--- src/hdl/core_pkg.sv ---
`default_nettype none

package core_pkg;

    // ====================
    // Widths
    // ====================
    localparam int xlen     = 32;
    localparam int num_regs = 32;
    localparam int reg_idx_w = 5;
    localparam int shamt_w  = 5;

    typedef logic [xlen-1:0]      word_t;
    typedef logic [reg_idx_w-1:0] reg_idx_t;
    typedef logic [31:0]          instr_t;
    typedef logic [6:0]           opcode_t;
    typedef logic [3:0]           alu_op_t;

    // ====================
    // Major opcodes
    // ====================
    localparam opcode_t opc_op     = 7'b0110011;
    localparam opcode_t opc_op_imm = 7'b0010011;
    localparam opcode_t opc_lui    = 7'b0110111;

    // funct3 groups, shared by OP and OP-IMM
    localparam logic [2:0] f3_add_sub = 3'b000;
    localparam logic [2:0] f3_sll     = 3'b001;
    localparam logic [2:0] f3_slt     = 3'b010;
    localparam logic [2:0] f3_sltu    = 3'b011;
    localparam logic [2:0] f3_xor     = 3'b100;
    localparam logic [2:0] f3_srl_sra = 3'b101;
    localparam logic [2:0] f3_or      = 3'b110;
    localparam logic [2:0] f3_and     = 3'b111;

    // Selects SUB and SRA/SRAI
    localparam logic [6:0] funct7_alt = 7'b0100000;

    // ====================
    // ALU operations
    // ====================
    localparam alu_op_t alu_add    = 4'd0;
    localparam alu_op_t alu_sub    = 4'd1;
    localparam alu_op_t alu_sll    = 4'd2;
    localparam alu_op_t alu_slt    = 4'd3;
    localparam alu_op_t alu_sltu   = 4'd4;
    localparam alu_op_t alu_xor    = 4'd5;
    localparam alu_op_t alu_srl    = 4'd6;
    localparam alu_op_t alu_sra    = 4'd7;
    localparam alu_op_t alu_or     = 4'd8;
    localparam alu_op_t alu_and    = 4'd9;
    localparam alu_op_t alu_pass_b = 4'd10;

endpackage

`default_nettype wire

--- src/hdl/alu.sv ---
`timescale 1ns/1ps
`default_nettype none

module alu import core_pkg::*; (
    input  word_t   a,
    input  word_t   b,
    input  alu_op_t op,
    output word_t   result
);

    logic [shamt_w-1:0] shamt;

    // Only the low bits of b count for shifts
    assign shamt = b[shamt_w-1:0];

    always_comb begin
        case (op)
            alu_add:    result = a + b;
            alu_sub:    result = a - b;
            alu_sll:    result = a << shamt;
            alu_slt:    result = {{(xlen-1){1'b0}}, $signed(a) < $signed(b)};
            alu_sltu:   result = {{(xlen-1){1'b0}}, a < b};
            alu_xor:    result = a ^ b;
            alu_srl:    result = a >> shamt;
            alu_sra:    result = word_t'($signed(a) >>> shamt);
            alu_or:     result = a | b;
            alu_and:    result = a & b;
            // LUI immediate comes in already shifted
            alu_pass_b: result = b;
            default:    result = '0;
        endcase
    end

endmodule

`default_nettype wire

--- src/hdl/decode_stage.sv ---
`timescale 1ns/1ps
`default_nettype none

module decode_stage import core_pkg::*; (
    input  logic     clk,
    input  logic     rst_n,
    input  logic     instr_valid,
    input  instr_t   instr,
    output reg_idx_t rd1_addr,
    output reg_idx_t rd2_addr,
    input  word_t    rd1_data,
    input  word_t    rd2_data,
    output logic     dx_valid,
    output reg_idx_t dx_rd,
    output reg_idx_t dx_rs1,
    output reg_idx_t dx_rs2,
    output word_t    dx_rs1_data,
    output word_t    dx_rs2_data,
    output word_t    dx_imm,
    output logic     dx_use_imm,
    output alu_op_t  dx_alu_op
);

    // ====================
    // Field split
    // ====================
    opcode_t    opcode;
    logic [2:0] funct3;
    logic [6:0] funct7;
    reg_idx_t   rd;
    word_t      imm_i;
    word_t      imm_u;

    assign opcode = instr[6:0];
    assign rd     = instr[11:7];
    assign funct3 = instr[14:12];
    assign funct7 = instr[31:25];

    // Register reads go out in the same cycle
    assign rd1_addr = instr[19:15];
    assign rd2_addr = instr[24:20];

    assign imm_i = {{20{instr[31]}}, instr[31:20]};
    assign imm_u = {instr[31:12], 12'b0};

    // ====================
    // Control decode
    // ====================
    logic    known;
    logic    use_imm;
    word_t   imm;
    alu_op_t alu_op;
    logic    alt;

    // SUB only exists in register form; SRAI takes the bit from the immediate
    assign alt = (funct7 == funct7_alt);

    always_comb begin
        known   = 1'b1;
        use_imm = 1'b0;
        imm     = imm_i;
        alu_op  = alu_add;
        case (funct3)
            f3_add_sub: alu_op = (alt && opcode == opc_op) ? alu_sub : alu_add;
            f3_sll:     alu_op = alu_sll;
            f3_slt:     alu_op = alu_slt;
            f3_sltu:    alu_op = alu_sltu;
            f3_xor:     alu_op = alu_xor;
            f3_srl_sra: alu_op = alt ? alu_sra : alu_srl;
            f3_or:      alu_op = alu_or;
            default:    alu_op = alu_and;
        endcase
        case (opcode)
            opc_op:     use_imm = 1'b0;
            opc_op_imm: use_imm = 1'b1;
            opc_lui: begin
                use_imm = 1'b1;
                imm     = imm_u;
                alu_op  = alu_pass_b;
            end
            // Anything else becomes a bubble
            default:    known = 1'b0;
        endcase
    end

    // ====================
    // Decode-to-execute register
    // ====================
    always_ff @(posedge clk or negedge rst_n) begin
        if (!rst_n) begin
            dx_valid <= 1'b0;
        end else begin
            dx_valid <= instr_valid && known;
        end
    end

    always_ff @(posedge clk) begin
        dx_rd       <= rd;
        dx_rs1      <= rd1_addr;
        dx_rs2      <= rd2_addr;
        dx_rs1_data <= rd1_data;
        dx_rs2_data <= rd2_data;
        dx_imm      <= imm;
        dx_use_imm  <= use_imm;
        dx_alu_op   <= alu_op;
    end

    a_dx_valid_known: assert property (
        @(posedge clk) disable iff (!rst_n) !$isunknown(dx_valid)
    );

endmodule

`default_nettype wire

--- src/hdl/execute_stage.sv ---
`timescale 1ns/1ps
`default_nettype none

module execute_stage import core_pkg::*; (
    input  logic     clk,
    input  logic     rst_n,
    input  logic     dx_valid,
    input  reg_idx_t dx_rd,
    input  reg_idx_t dx_rs1,
    input  reg_idx_t dx_rs2,
    input  word_t    dx_rs1_data,
    input  word_t    dx_rs2_data,
    input  word_t    dx_imm,
    input  logic     dx_use_imm,
    input  alu_op_t  dx_alu_op,
    output logic     xr_valid,
    output reg_idx_t xr_rd,
    output word_t    xr_data
);

    word_t op_a;
    word_t rs2_fwd;
    word_t op_b;
    word_t alu_result;

    // ====================
    // Forwarding
    // ====================
    // The instruction just ahead sits in xr; x0 is never forwarded
    function automatic word_t fwd(input reg_idx_t src, input word_t reg_data,
                                  input logic prod_valid, input reg_idx_t prod_rd,
                                  input word_t prod_data);
        word_t sel;
        sel = reg_data;
        if (prod_valid && prod_rd != '0 && prod_rd == src) begin
            sel = prod_data;
        end
        return sel;
    endfunction

    assign op_a    = fwd(dx_rs1, dx_rs1_data, xr_valid, xr_rd, xr_data);
    assign rs2_fwd = fwd(dx_rs2, dx_rs2_data, xr_valid, xr_rd, xr_data);
    assign op_b    = dx_use_imm ? dx_imm : rs2_fwd;

    alu u_alu (
        .a      (op_a),
        .b      (op_b),
        .op     (dx_alu_op),
        .result (alu_result)
    );

    // ====================
    // Execute-to-result register
    // ====================
    always_ff @(posedge clk or negedge rst_n) begin
        if (!rst_n) begin
            xr_valid <= 1'b0;
        end else begin
            xr_valid <= dx_valid;
        end
    end

    always_ff @(posedge clk) begin
        xr_rd   <= dx_rd;
        xr_data <= alu_result;
    end

    // The forwarding mux trusts xr_valid to be clean
    a_xr_valid_known: assert property (
        @(posedge clk) disable iff (!rst_n) !$isunknown(xr_valid)
    );

endmodule

`default_nettype wire

--- src/hdl/register_file.sv ---
`timescale 1ns/1ps
`default_nettype none

module register_file import core_pkg::*; (
    input  logic     clk,
    input  logic     rst_n,
    input  logic     xr_valid,
    input  reg_idx_t xr_rd,
    input  word_t    xr_data,
    input  reg_idx_t rd1_addr,
    input  reg_idx_t rd2_addr,
    output word_t    rd1_data,
    output word_t    rd2_data,
    output logic     wb_valid,
    output reg_idx_t wb_rd,
    output word_t    wb_data
);

    word_t regs [num_regs];
    logic  wr_en;

    assign wr_en = xr_valid && (xr_rd != '0);

    always_ff @(posedge clk or negedge rst_n) begin
        if (!rst_n) begin
            for (int i = 0; i < num_regs; i++) begin
                regs[i] <= '0;
            end
        end else if (wr_en) begin
            regs[xr_rd] <= xr_data;
        end
    end

    // Read port with write-through for the producer two instructions back
    function automatic word_t rd_port(input reg_idx_t addr);
        word_t val;
        val = regs[addr];
        if (addr == '0) begin
            val = '0;
        end else if (wr_en && xr_rd == addr) begin
            val = xr_data;
        end
        return val;
    endfunction

    always_comb begin
        rd1_data = rd_port(rd1_addr);
        rd2_data = rd_port(rd2_addr);
    end

    // Writeback strobe mirrors the write landing at the coming edge
    assign wb_valid = xr_valid;
    assign wb_rd    = xr_rd;
    assign wb_data  = xr_data;

    a_x0_stays_zero: assert property (
        @(posedge clk) disable iff (!rst_n)
        (xr_valid && xr_rd == '0) |->
            ((rd1_addr != '0 || rd1_data == '0) && (rd2_addr != '0 || rd2_data == '0))
    );

endmodule

`default_nettype wire

--- src/hdl/int_pipeline_top.sv ---
`timescale 1ns/1ps
`default_nettype none

module int_pipeline_top import core_pkg::*; (
    input  logic     clk,
    input  logic     rst_n,
    input  logic     instr_valid,
    input  instr_t   instr,
    output logic     wb_valid,
    output reg_idx_t wb_rd,
    output word_t    wb_data
);

    // ====================
    // Stage links
    // ====================
    reg_idx_t rd1_addr;
    reg_idx_t rd2_addr;
    word_t    rd1_data;
    word_t    rd2_data;

    logic     dx_valid;
    reg_idx_t dx_rd;
    reg_idx_t dx_rs1;
    reg_idx_t dx_rs2;
    word_t    dx_rs1_data;
    word_t    dx_rs2_data;
    word_t    dx_imm;
    logic     dx_use_imm;
    alu_op_t  dx_alu_op;

    logic     xr_valid;
    reg_idx_t xr_rd;
    word_t    xr_data;

    decode_stage u_decode (
        .clk         (clk),
        .rst_n       (rst_n),
        .instr_valid (instr_valid),
        .instr       (instr),
        .rd1_addr    (rd1_addr),
        .rd2_addr    (rd2_addr),
        .rd1_data    (rd1_data),
        .rd2_data    (rd2_data),
        .dx_valid    (dx_valid),
        .dx_rd       (dx_rd),
        .dx_rs1      (dx_rs1),
        .dx_rs2      (dx_rs2),
        .dx_rs1_data (dx_rs1_data),
        .dx_rs2_data (dx_rs2_data),
        .dx_imm      (dx_imm),
        .dx_use_imm  (dx_use_imm),
        .dx_alu_op   (dx_alu_op)
    );

    execute_stage u_execute (
        .clk         (clk),
        .rst_n       (rst_n),
        .dx_valid    (dx_valid),
        .dx_rd       (dx_rd),
        .dx_rs1      (dx_rs1),
        .dx_rs2      (dx_rs2),
        .dx_rs1_data (dx_rs1_data),
        .dx_rs2_data (dx_rs2_data),
        .dx_imm      (dx_imm),
        .dx_use_imm  (dx_use_imm),
        .dx_alu_op   (dx_alu_op),
        .xr_valid    (xr_valid),
        .xr_rd       (xr_rd),
        .xr_data     (xr_data)
    );

    // Result stage
    register_file u_regfile (
        .clk      (clk),
        .rst_n    (rst_n),
        .xr_valid (xr_valid),
        .xr_rd    (xr_rd),
        .xr_data  (xr_data),
        .rd1_addr (rd1_addr),
        .rd2_addr (rd2_addr),
        .rd1_data (rd1_data),
        .rd2_data (rd2_data),
        .wb_valid (wb_valid),
        .wb_rd    (wb_rd),
        .wb_data  (wb_data)
    );

endmodule

`default_nettype wire

--- config.mk ---
export PLATFORM = sky130hd
export DESIGN_NAME = int_pipeline_top
export DESIGN_NICKNAME = d
export VERILOG_FILES = /design/src/hdl/core_pkg.sv /design/src/hdl/alu.sv /design/src/hdl/decode_stage.sv /design/src/hdl/execute_stage.sv /design/src/hdl/register_file.sv /design/src/hdl/int_pipeline_top.sv
export SDC_FILE = /design/constraint.sdc
export NUM_CORES = 2
export LEC_CHECK = 0
export BUFFER_PORTS_ARGS = -buffer_cell sky130_fd_sc_hd__clkbuf_2
export CORE_MARGIN = 2
export CORE_UTILIZATION = 50
export CTS_BUF_LIST = sky130_fd_sc_hd__clkbuf_8
export CTS_CLUSTER_SIZE = 10
export DETAILED_ROUTE_END_ITERATION = 10
export PLACE_DENSITY_LB_ADDON = 0.05
export RECOVER_POWER = 50
export SYNTH_ARGS = -nofsm -noshare
export SYNTH_HDL_FRONTEND = slang
export SYNTH_HIERARCHICAL = 1
export SYNTH_SLANG_ARGS = --single-unit
export TNS_END_PERCENT = 100
--- constraint.sdc ---
create_clock -name clk -period 5.2 [get_ports clk]
set_input_delay 0.52 -clock clk [delete_from_list [all_inputs] [get_ports clk]]
set_output_delay 0.52 -clock clk [all_outputs]
set_load 0.02 [all_outputs]
Word-level counts from Yosys, hierarchy flattened. Index checks and enable logic that the tools add are counted.

Add/subtract/negate cells: 2. Order comparisons: 6. Equality and inequality tests: 24. Shift-type cells: 3. Multiplexer cells: 21. Bitwise gates (word level): 6. Reduce and logical (&&, ||, !) cells: 15.

Operators with widths (count): $bwmux W1024 (1); $pmux W32 S11 (1); $bmux W32 S5 (2); $mux W32 (10); $demux W32 S5 (1); $lt A32 B32 Y1 (2); $add A32 B32 Y32 (1); $and A32 B32 Y32 (1); $or A32 B32 Y32 (1); $shl A32 B5 Y32 (1); $shr A32 B5 Y32 (1); $sshr A32 B5 Y32 (1); $sub A32 B32 Y32 (1); $xor A32 B32 Y32 (1); $mux W31 (1); $pmux W4 S7 (1); $eq A7 B6 Y1 const B (3); $eq A5 B5 Y1 (4); $ge A6 B6 Y1 const B (3); $not A5 Y6 (3); $eq A4 B3 Y1 const B (4); $eq A4 B4 Y1 const B (3); $logic_not A5 Y1 (2); $eq A3 B3 Y1 const B (3); other kinds (13) (25).

Bits in registers: 1179. Bits of input ports: 35. Output and inout bits: 38.

Logic depth before layout (Yosys ltp).
Word-level depth: 7. Depth in mapped cells: 21. Depth with buffers taken out: 16.

Hierarchy. Netlist, hierarchy kept.

By module, submodules not included: register_file (instances 1, cells each 3967, area an instance 56294.0 um^2); alu (instances 1, cells each 1277, area an instance 8874.8 um^2); decode_stage (instances 1, cells each 188, area an instance 2836.5 um^2); execute_stage (instances 1, cells each 165, area an instance 1865.5 um^2).

Least setup slack after synthesis. Ideal clock, no wire load.

Kind: flip-flop to flip-flop. Start: register u_execute.xr_rd[0]. End: register u_execute.xr_data[29]. Setup time: 0.129 ns. Data arrival time: 5.261 ns. Data required time: 5.071 ns. Setup slack: -0.190 ns. Stages on the path, launching flop included: 22. Cell sequence: dfxtp_1 > or4_1 > o21a_1 > and4b_1 > buf_2 > buf_6 > a221o_1 > inv_1 > clkbuf_1 > buf_2 > buf_2 > buf_2 > ha_1 > o21ai_0 > o21ai_1 > a211oi_1 > nor2_1 > a311o_1 > a41oi_1 > nor2_1 > a2111oi_0 > nor2_1.

Longest elaborated chain between the ends: 7. Elaborated cells on any way between the ends: 18. Those cells by class: add/sub (2); eq/ne (2); shift (3); mux (4); bitwise (3); reduce/logical (4).

Ends and longest elaborated chain: start, declared (line execute_stage.sv:17) `output reg_idx_t xr_rd,`; start signal, assigned (line execute_stage.sv:64) `xr_rd <= dx_rd;`; $reduce_bool A5 Y1 (line execute_stage.sv:35) `if (prod_valid && prod_rd != '0 && prod_rd == src) begin`; $logic_and A1 B1 Y1 (line execute_stage.sv:35); $logic_and A1 B1 Y1 * (line execute_stage.sv:35); $mux W32 * (line execute_stage.sv:35); $mux W32 * (line execute_stage.sv:43) `assign op_b = dx_use_imm ? dx_imm : rs2_fwd;`; net u_execute.op_b[2] (line execute_stage.sv:23) `word_t op_b;`; $sub A32 B32 Y32, or another cell as far along (line alu.sv:19) `alu_sub: result = a - b;`; $pmux W32 S11 * (line alu.sv:17) `case (op)`; net u_execute.alu_result[29] (line execute_stage.sv:24) `word_t alu_result;`; end signal, assigned (line execute_stage.sv:65) `xr_data <= alu_result;`; end, declared (line execute_stage.sv:18) `output word_t xr_data`.

The timed path passes the listed nets; every way through them passes the cells marked *. A chain may end at the register's enable or synchronous reset.

Worst setup path in the final report.
Start: register u_execute.xr_rd[1]. End: register u_execute.xr_data[24].

Elaborated cells on any way between the ends: 18. Those cells by class: add/sub (2); eq/ne (2); shift (3); mux (4); bitwise (3); reduce/logical (4).

RTL lines: $reduce_bool A5 Y1 (line execute_stage.sv:35); $logic_and A1 B1 Y1 (line execute_stage.sv:35); $logic_and A1 B1 Y1 * (line execute_stage.sv:35); $mux W32 * (line execute_stage.sv:35); net u_execute.op_a[0] (line execute_stage.sv:21) `word_t op_a;`; $sub A32 B32 Y32, or another cell as far along (line alu.sv:19); $pmux W32 S11 * (line alu.sv:17); net u_execute.alu_result[24] (line execute_stage.sv:24).

Marks and branches as above.

==> out/metrics.csv <==
stage,metric,value,unit
outcome,outcome,"finished, violations left",
outcome,violations,"capacitance limit, slew limit",
global_routing,grt_pass1_wl,396,mm
worst_setup_path,cpMostUsedCell,o21ai_1,
worst_setup_path,cp-start-kind,flip-flop,
synth,async_reset_ff_share,87.0,%
synth,synth_warnings,6,
synth,synth_commonest_cells,"mux2_2 (1057), dfrtp_1 (1026), mux4_2 (406)",
drt,drt-pass1-iter-count,8,
timing,max_freq,197,MHz
synth,syn-cell-area,0.0699,mm^2
timing,skew,0.0684,ns
worst_setup_path,critPathMaxStageDelay,0.52,ns
drt,routed_wl,280,mm
cts,htree_num_levels,4,
worst_setup_path,slowest_stage,or4_1,
worst_setup_path,path_delay_family,compound AO/OA/AOI/OAI gates,
cts,clock_latency,0.97,ns
timing,rsz0062_at_grt,yes,
pwr,ir_drop,0.225,mV
global_routing,grt_overflow,0,
cells_and_area,drive_gt1_share,38.8,%
global_routing,antenna_found_initial,12,
drt,wire_per_inst,36.7,um
die,die_height,378,um
die,num_rows,137,
worst_setup_path,crit_arrival,5.92,ns
place,place_congestion,1.09,
synth,yosysMostFrequentCell,mux2_2,
cts,ctsLongestPathBuffers,3,
die,die_area,0.143,mm^2
synth,avgSynthCellArea,12.5,um^2
timing,slew-limit-headroom,-70.2,%
synth,syn-num-nets,5734,
pwr,p_leak,0.0353,uW
worst_setup_path,worst-path-max-fanout,20,
synth,ys_top_cells_by_area,"dfrtp_1 (37%), mux2_2 (17%), mux4_2 (13%)",
synth,ys_types,110,
cells_and_area,syn2layout_area_growth,9.37,%
cts,cts-root-buf,clkbuf_8,
die,core_area,0.139,mm^2
cts,cts_tree,yes,
worst_setup_path,critPathRequiredTime,6.03,ns
cts,cts_setup_buffers,0,
timing,finalHoldViolCount,0,
synth,seq_area_frac_synth,41.1,%
synth,synth-seq-cells,1179,
cts,clock_sinks,1179,
timing,fin_crit,5.09,ns
cells_and_area,final_cell_area,0.0764,mm^2
pwr,p_per_area,300,mW/mm^2
synth,yosysTopAreaCell,dfrtp_1,
place,post_dp_cell_area,0.0721,mm^2
synth,ys.flop_type,dfrtp_1,
drt,drt_iter0_markers,6679,
cts,cts_buffers,206,
timing,tightest_slew,2.55,ns
drt,viasPerCell,6.91,
place,hpwlAfterDp,181,mm
die,die_w,378,um
die,num_io_pins,73,
worst_setup_path,crit_type,reg2reg,
timing,slew_violations,841,
global_routing,grt_start_max_net_pins,144,
die,start_util,50.2,%
worst_setup_path,worstPathCellList,or4_1 -> o21a_1 -> nand4_1 -> buf_12 -> mux2_2 -> ha_1 -> inv_1 -> fa_1 -> nand2b_1 -> a21oi_1 -> o21ai_1 -> o21ai_1 -> a31oi_1 -> o31ai_1 -> a41oi_1 -> xnor2_1 -> a221o_1,
synth,synth_edf_count,0,
worst_setup_path,path_depth,17,
timing,period_share,97.9,%
global_routing,grt_pass1_vias,51700,
synth,synth_top_area_share,36.7,%
cells_and_area,fin_nets,5721,
run,maxCapViolations,13,
global_routing,track_usage,39.1,%
synth,synthCells,5597,
place,portBuffers,72,
worst_hold_path,holdPathStages,1,
drt,ant_nets,0,
timing,finalSetupViolCount,0,
cells_and_area,nFillCells,12000,
cells_and_area,final_util,54.9,%
worst_setup_path,critPathBufInv,2,
worst_setup_path,endpoint_kind,flip-flop,
worst_hold_path,hp-class,in2reg,
cts,clk_pin_slew,0.07,ns
drt,drc_errors,0,
drt,vias,52700,
worst_setup_path,r2r_cells,17,
placed cells by master (no fill, tap or decap), drive strengths merged, types with 21 or more instances in the layout:
cell         Yosys  final
nor3           108    108
ha             100    100
a211oi          50     50
dfxtp          153    153
nand2          160    160
clkbuf         278    348
dfrtp         1026   1026
dlygate4sd3      0     28
a22oi           76     76
mux2          1059   1059
a21o            46     46
mux4           418    418
o21ai          174    174
nor4            24     24
and2            45     45
mux2i          367    367
inv             96    175
buf            327    268
nor2b           38     38
a21oi          138    138
clkinv           2     28
o211ai          35     35
a221oi         103    103
a31oi           21     21
o22ai           72     72
nor2           263    263
a221o           77     77
nand3           50     50
nand2b          21     21
final timing paths:
kind	startpoint	endpoint	slack, ns
setup / recovery	u_execute/xr_rd[1]	u_execute/xr_data[24]	0.11
hold / removal	instr[22]	u_decode/dx_rs2[2]	0.16
setup reg to reg	u_execute/xr_rd[1]	u_execute/xr_data[24]	0.11
hold reg to reg	u_decode/dx_rd[4]	u_execute/xr_rd[4]	0.35
max in group asynchronous	rst_n	u_regfile/regs[947]	0.88
min in group asynchronous	rst_n	u_regfile/regs[945]	0.84
through the flow:
stage          power [uW]  setup WS, ns  cells  hold WS (ns)  TNS [ns]
2_1_floorplan       12300        0.0286   5597         0.224         0
3_3_place_gp        14100         0.331   7224         0.356         0
4_1_cts             22900         0.258   7623       0.00842         0
5_1_grt             23700       -0.0279   7625        0.0911   -0.0340
3_5_place_dp        14100         0.325   7224         0.336         0
6_report            22900         0.112   7634         0.163         0
layout make-up:
class | count | area [um^2] | share of cell area [%]
Antenna cell | 11 | 27.5 | 0.0360
Clock buffer | 260 | 3580 | 4.68
Clock inverter | 111 | 642 | 0.840
Inverter | 98 | 368 | 0.481
Multi-Input combinational cell | 3715 | 37700 | 49.3
Sequential cell | 1179 | 28700 | 37.6
Tap cell | 1876 | 2350 | 3.07
Timing Repair Buffer | 384 | 3040 | 3.98
flip-flops by register name (all words and copies together) (netlist names):
register and cells:
u_decode/dx_rs1 5, u_decode/dx_use_imm 1, u_decode/dx_rs2_data 32, u_regfile/regs 1024, u_decode/dx_rs2 5, u_execute/xr_valid 1, u_decode/dx_rs1_data 32, u_execute/xr_rd 5
u_decode/dx_imm 32, u_decode/dx_rd 5, u_execute/xr_data 32, u_decode/dx_valid 1, u_decode/dx_alu_op 4
where the power goes:
group | internal [uW] | switching, uW | total, uW
clock network | 4620 | 4210 | 8830
logic | 1310 | 3100 | 4410
registers | 9390 | 309 | 9700
total | 15300 | 7620 | 22900
worst reg2reg max path, stage by stage (launching register included):
cell      delay [ns]
dfxtp_1         0.34
or4_1           0.52
o21a_1          0.25
nand4_1         0.16
buf_12          0.20
mux2_2          0.31
ha_1            0.27
inv_1           0.08
fa_1            0.42
nand2b_1        0.20
a21oi_1         0.32
o21ai_1         0.21
o21ai_1         0.25
a31oi_1         0.29
o31ai_1         0.46
a41oi_1         0.20
xnor2_1         0.16
a221o_1         0.34
cell families (layout without fill, tap and decap cells):
kind of cell / Yosys count / count (layout) / synth area share [%]
other: 0 / 11 / 0
AND/OR/NAND/NOR: 794 / 794 / 5.70
XOR/XNOR: 23 / 23 / 0.288
multiplexers: 1844 / 1844 / 35.9
AO/OA/AOI/OAI: 952 / 952 / 9.76
buffers and inverters: 703 / 853 / 5.41
flip-flops: 1179 / 1179 / 41.1
adder cells (fa/ha/maj): 102 / 102 / 1.85
per-layer routing:
layer / share of wire [%] / vias up / wire [um] / global-route usage [%]
li1: - / 21300 / - / -
met1: 41 / 27800 / 116000 / 54.3
met2: 44 / 2932 / 122000 / 57.5
met3: 9.8 / 625 / 27400 / 9.89
met4: 5.4 / 6 / 15000 / 18.5
met5: 0.016 / - / 46 / 0
what timing repair did:
| action | in CTS | in global routing |
|---|---|---|
| resized for setup | 0 | 5 |
| hold endpoints to repair | 103 | 0 |
| hold buffers | 28 | 0 |
| endpoints found under the setup margin | 0 | 3 |
(Power assumes the default switching activity.)
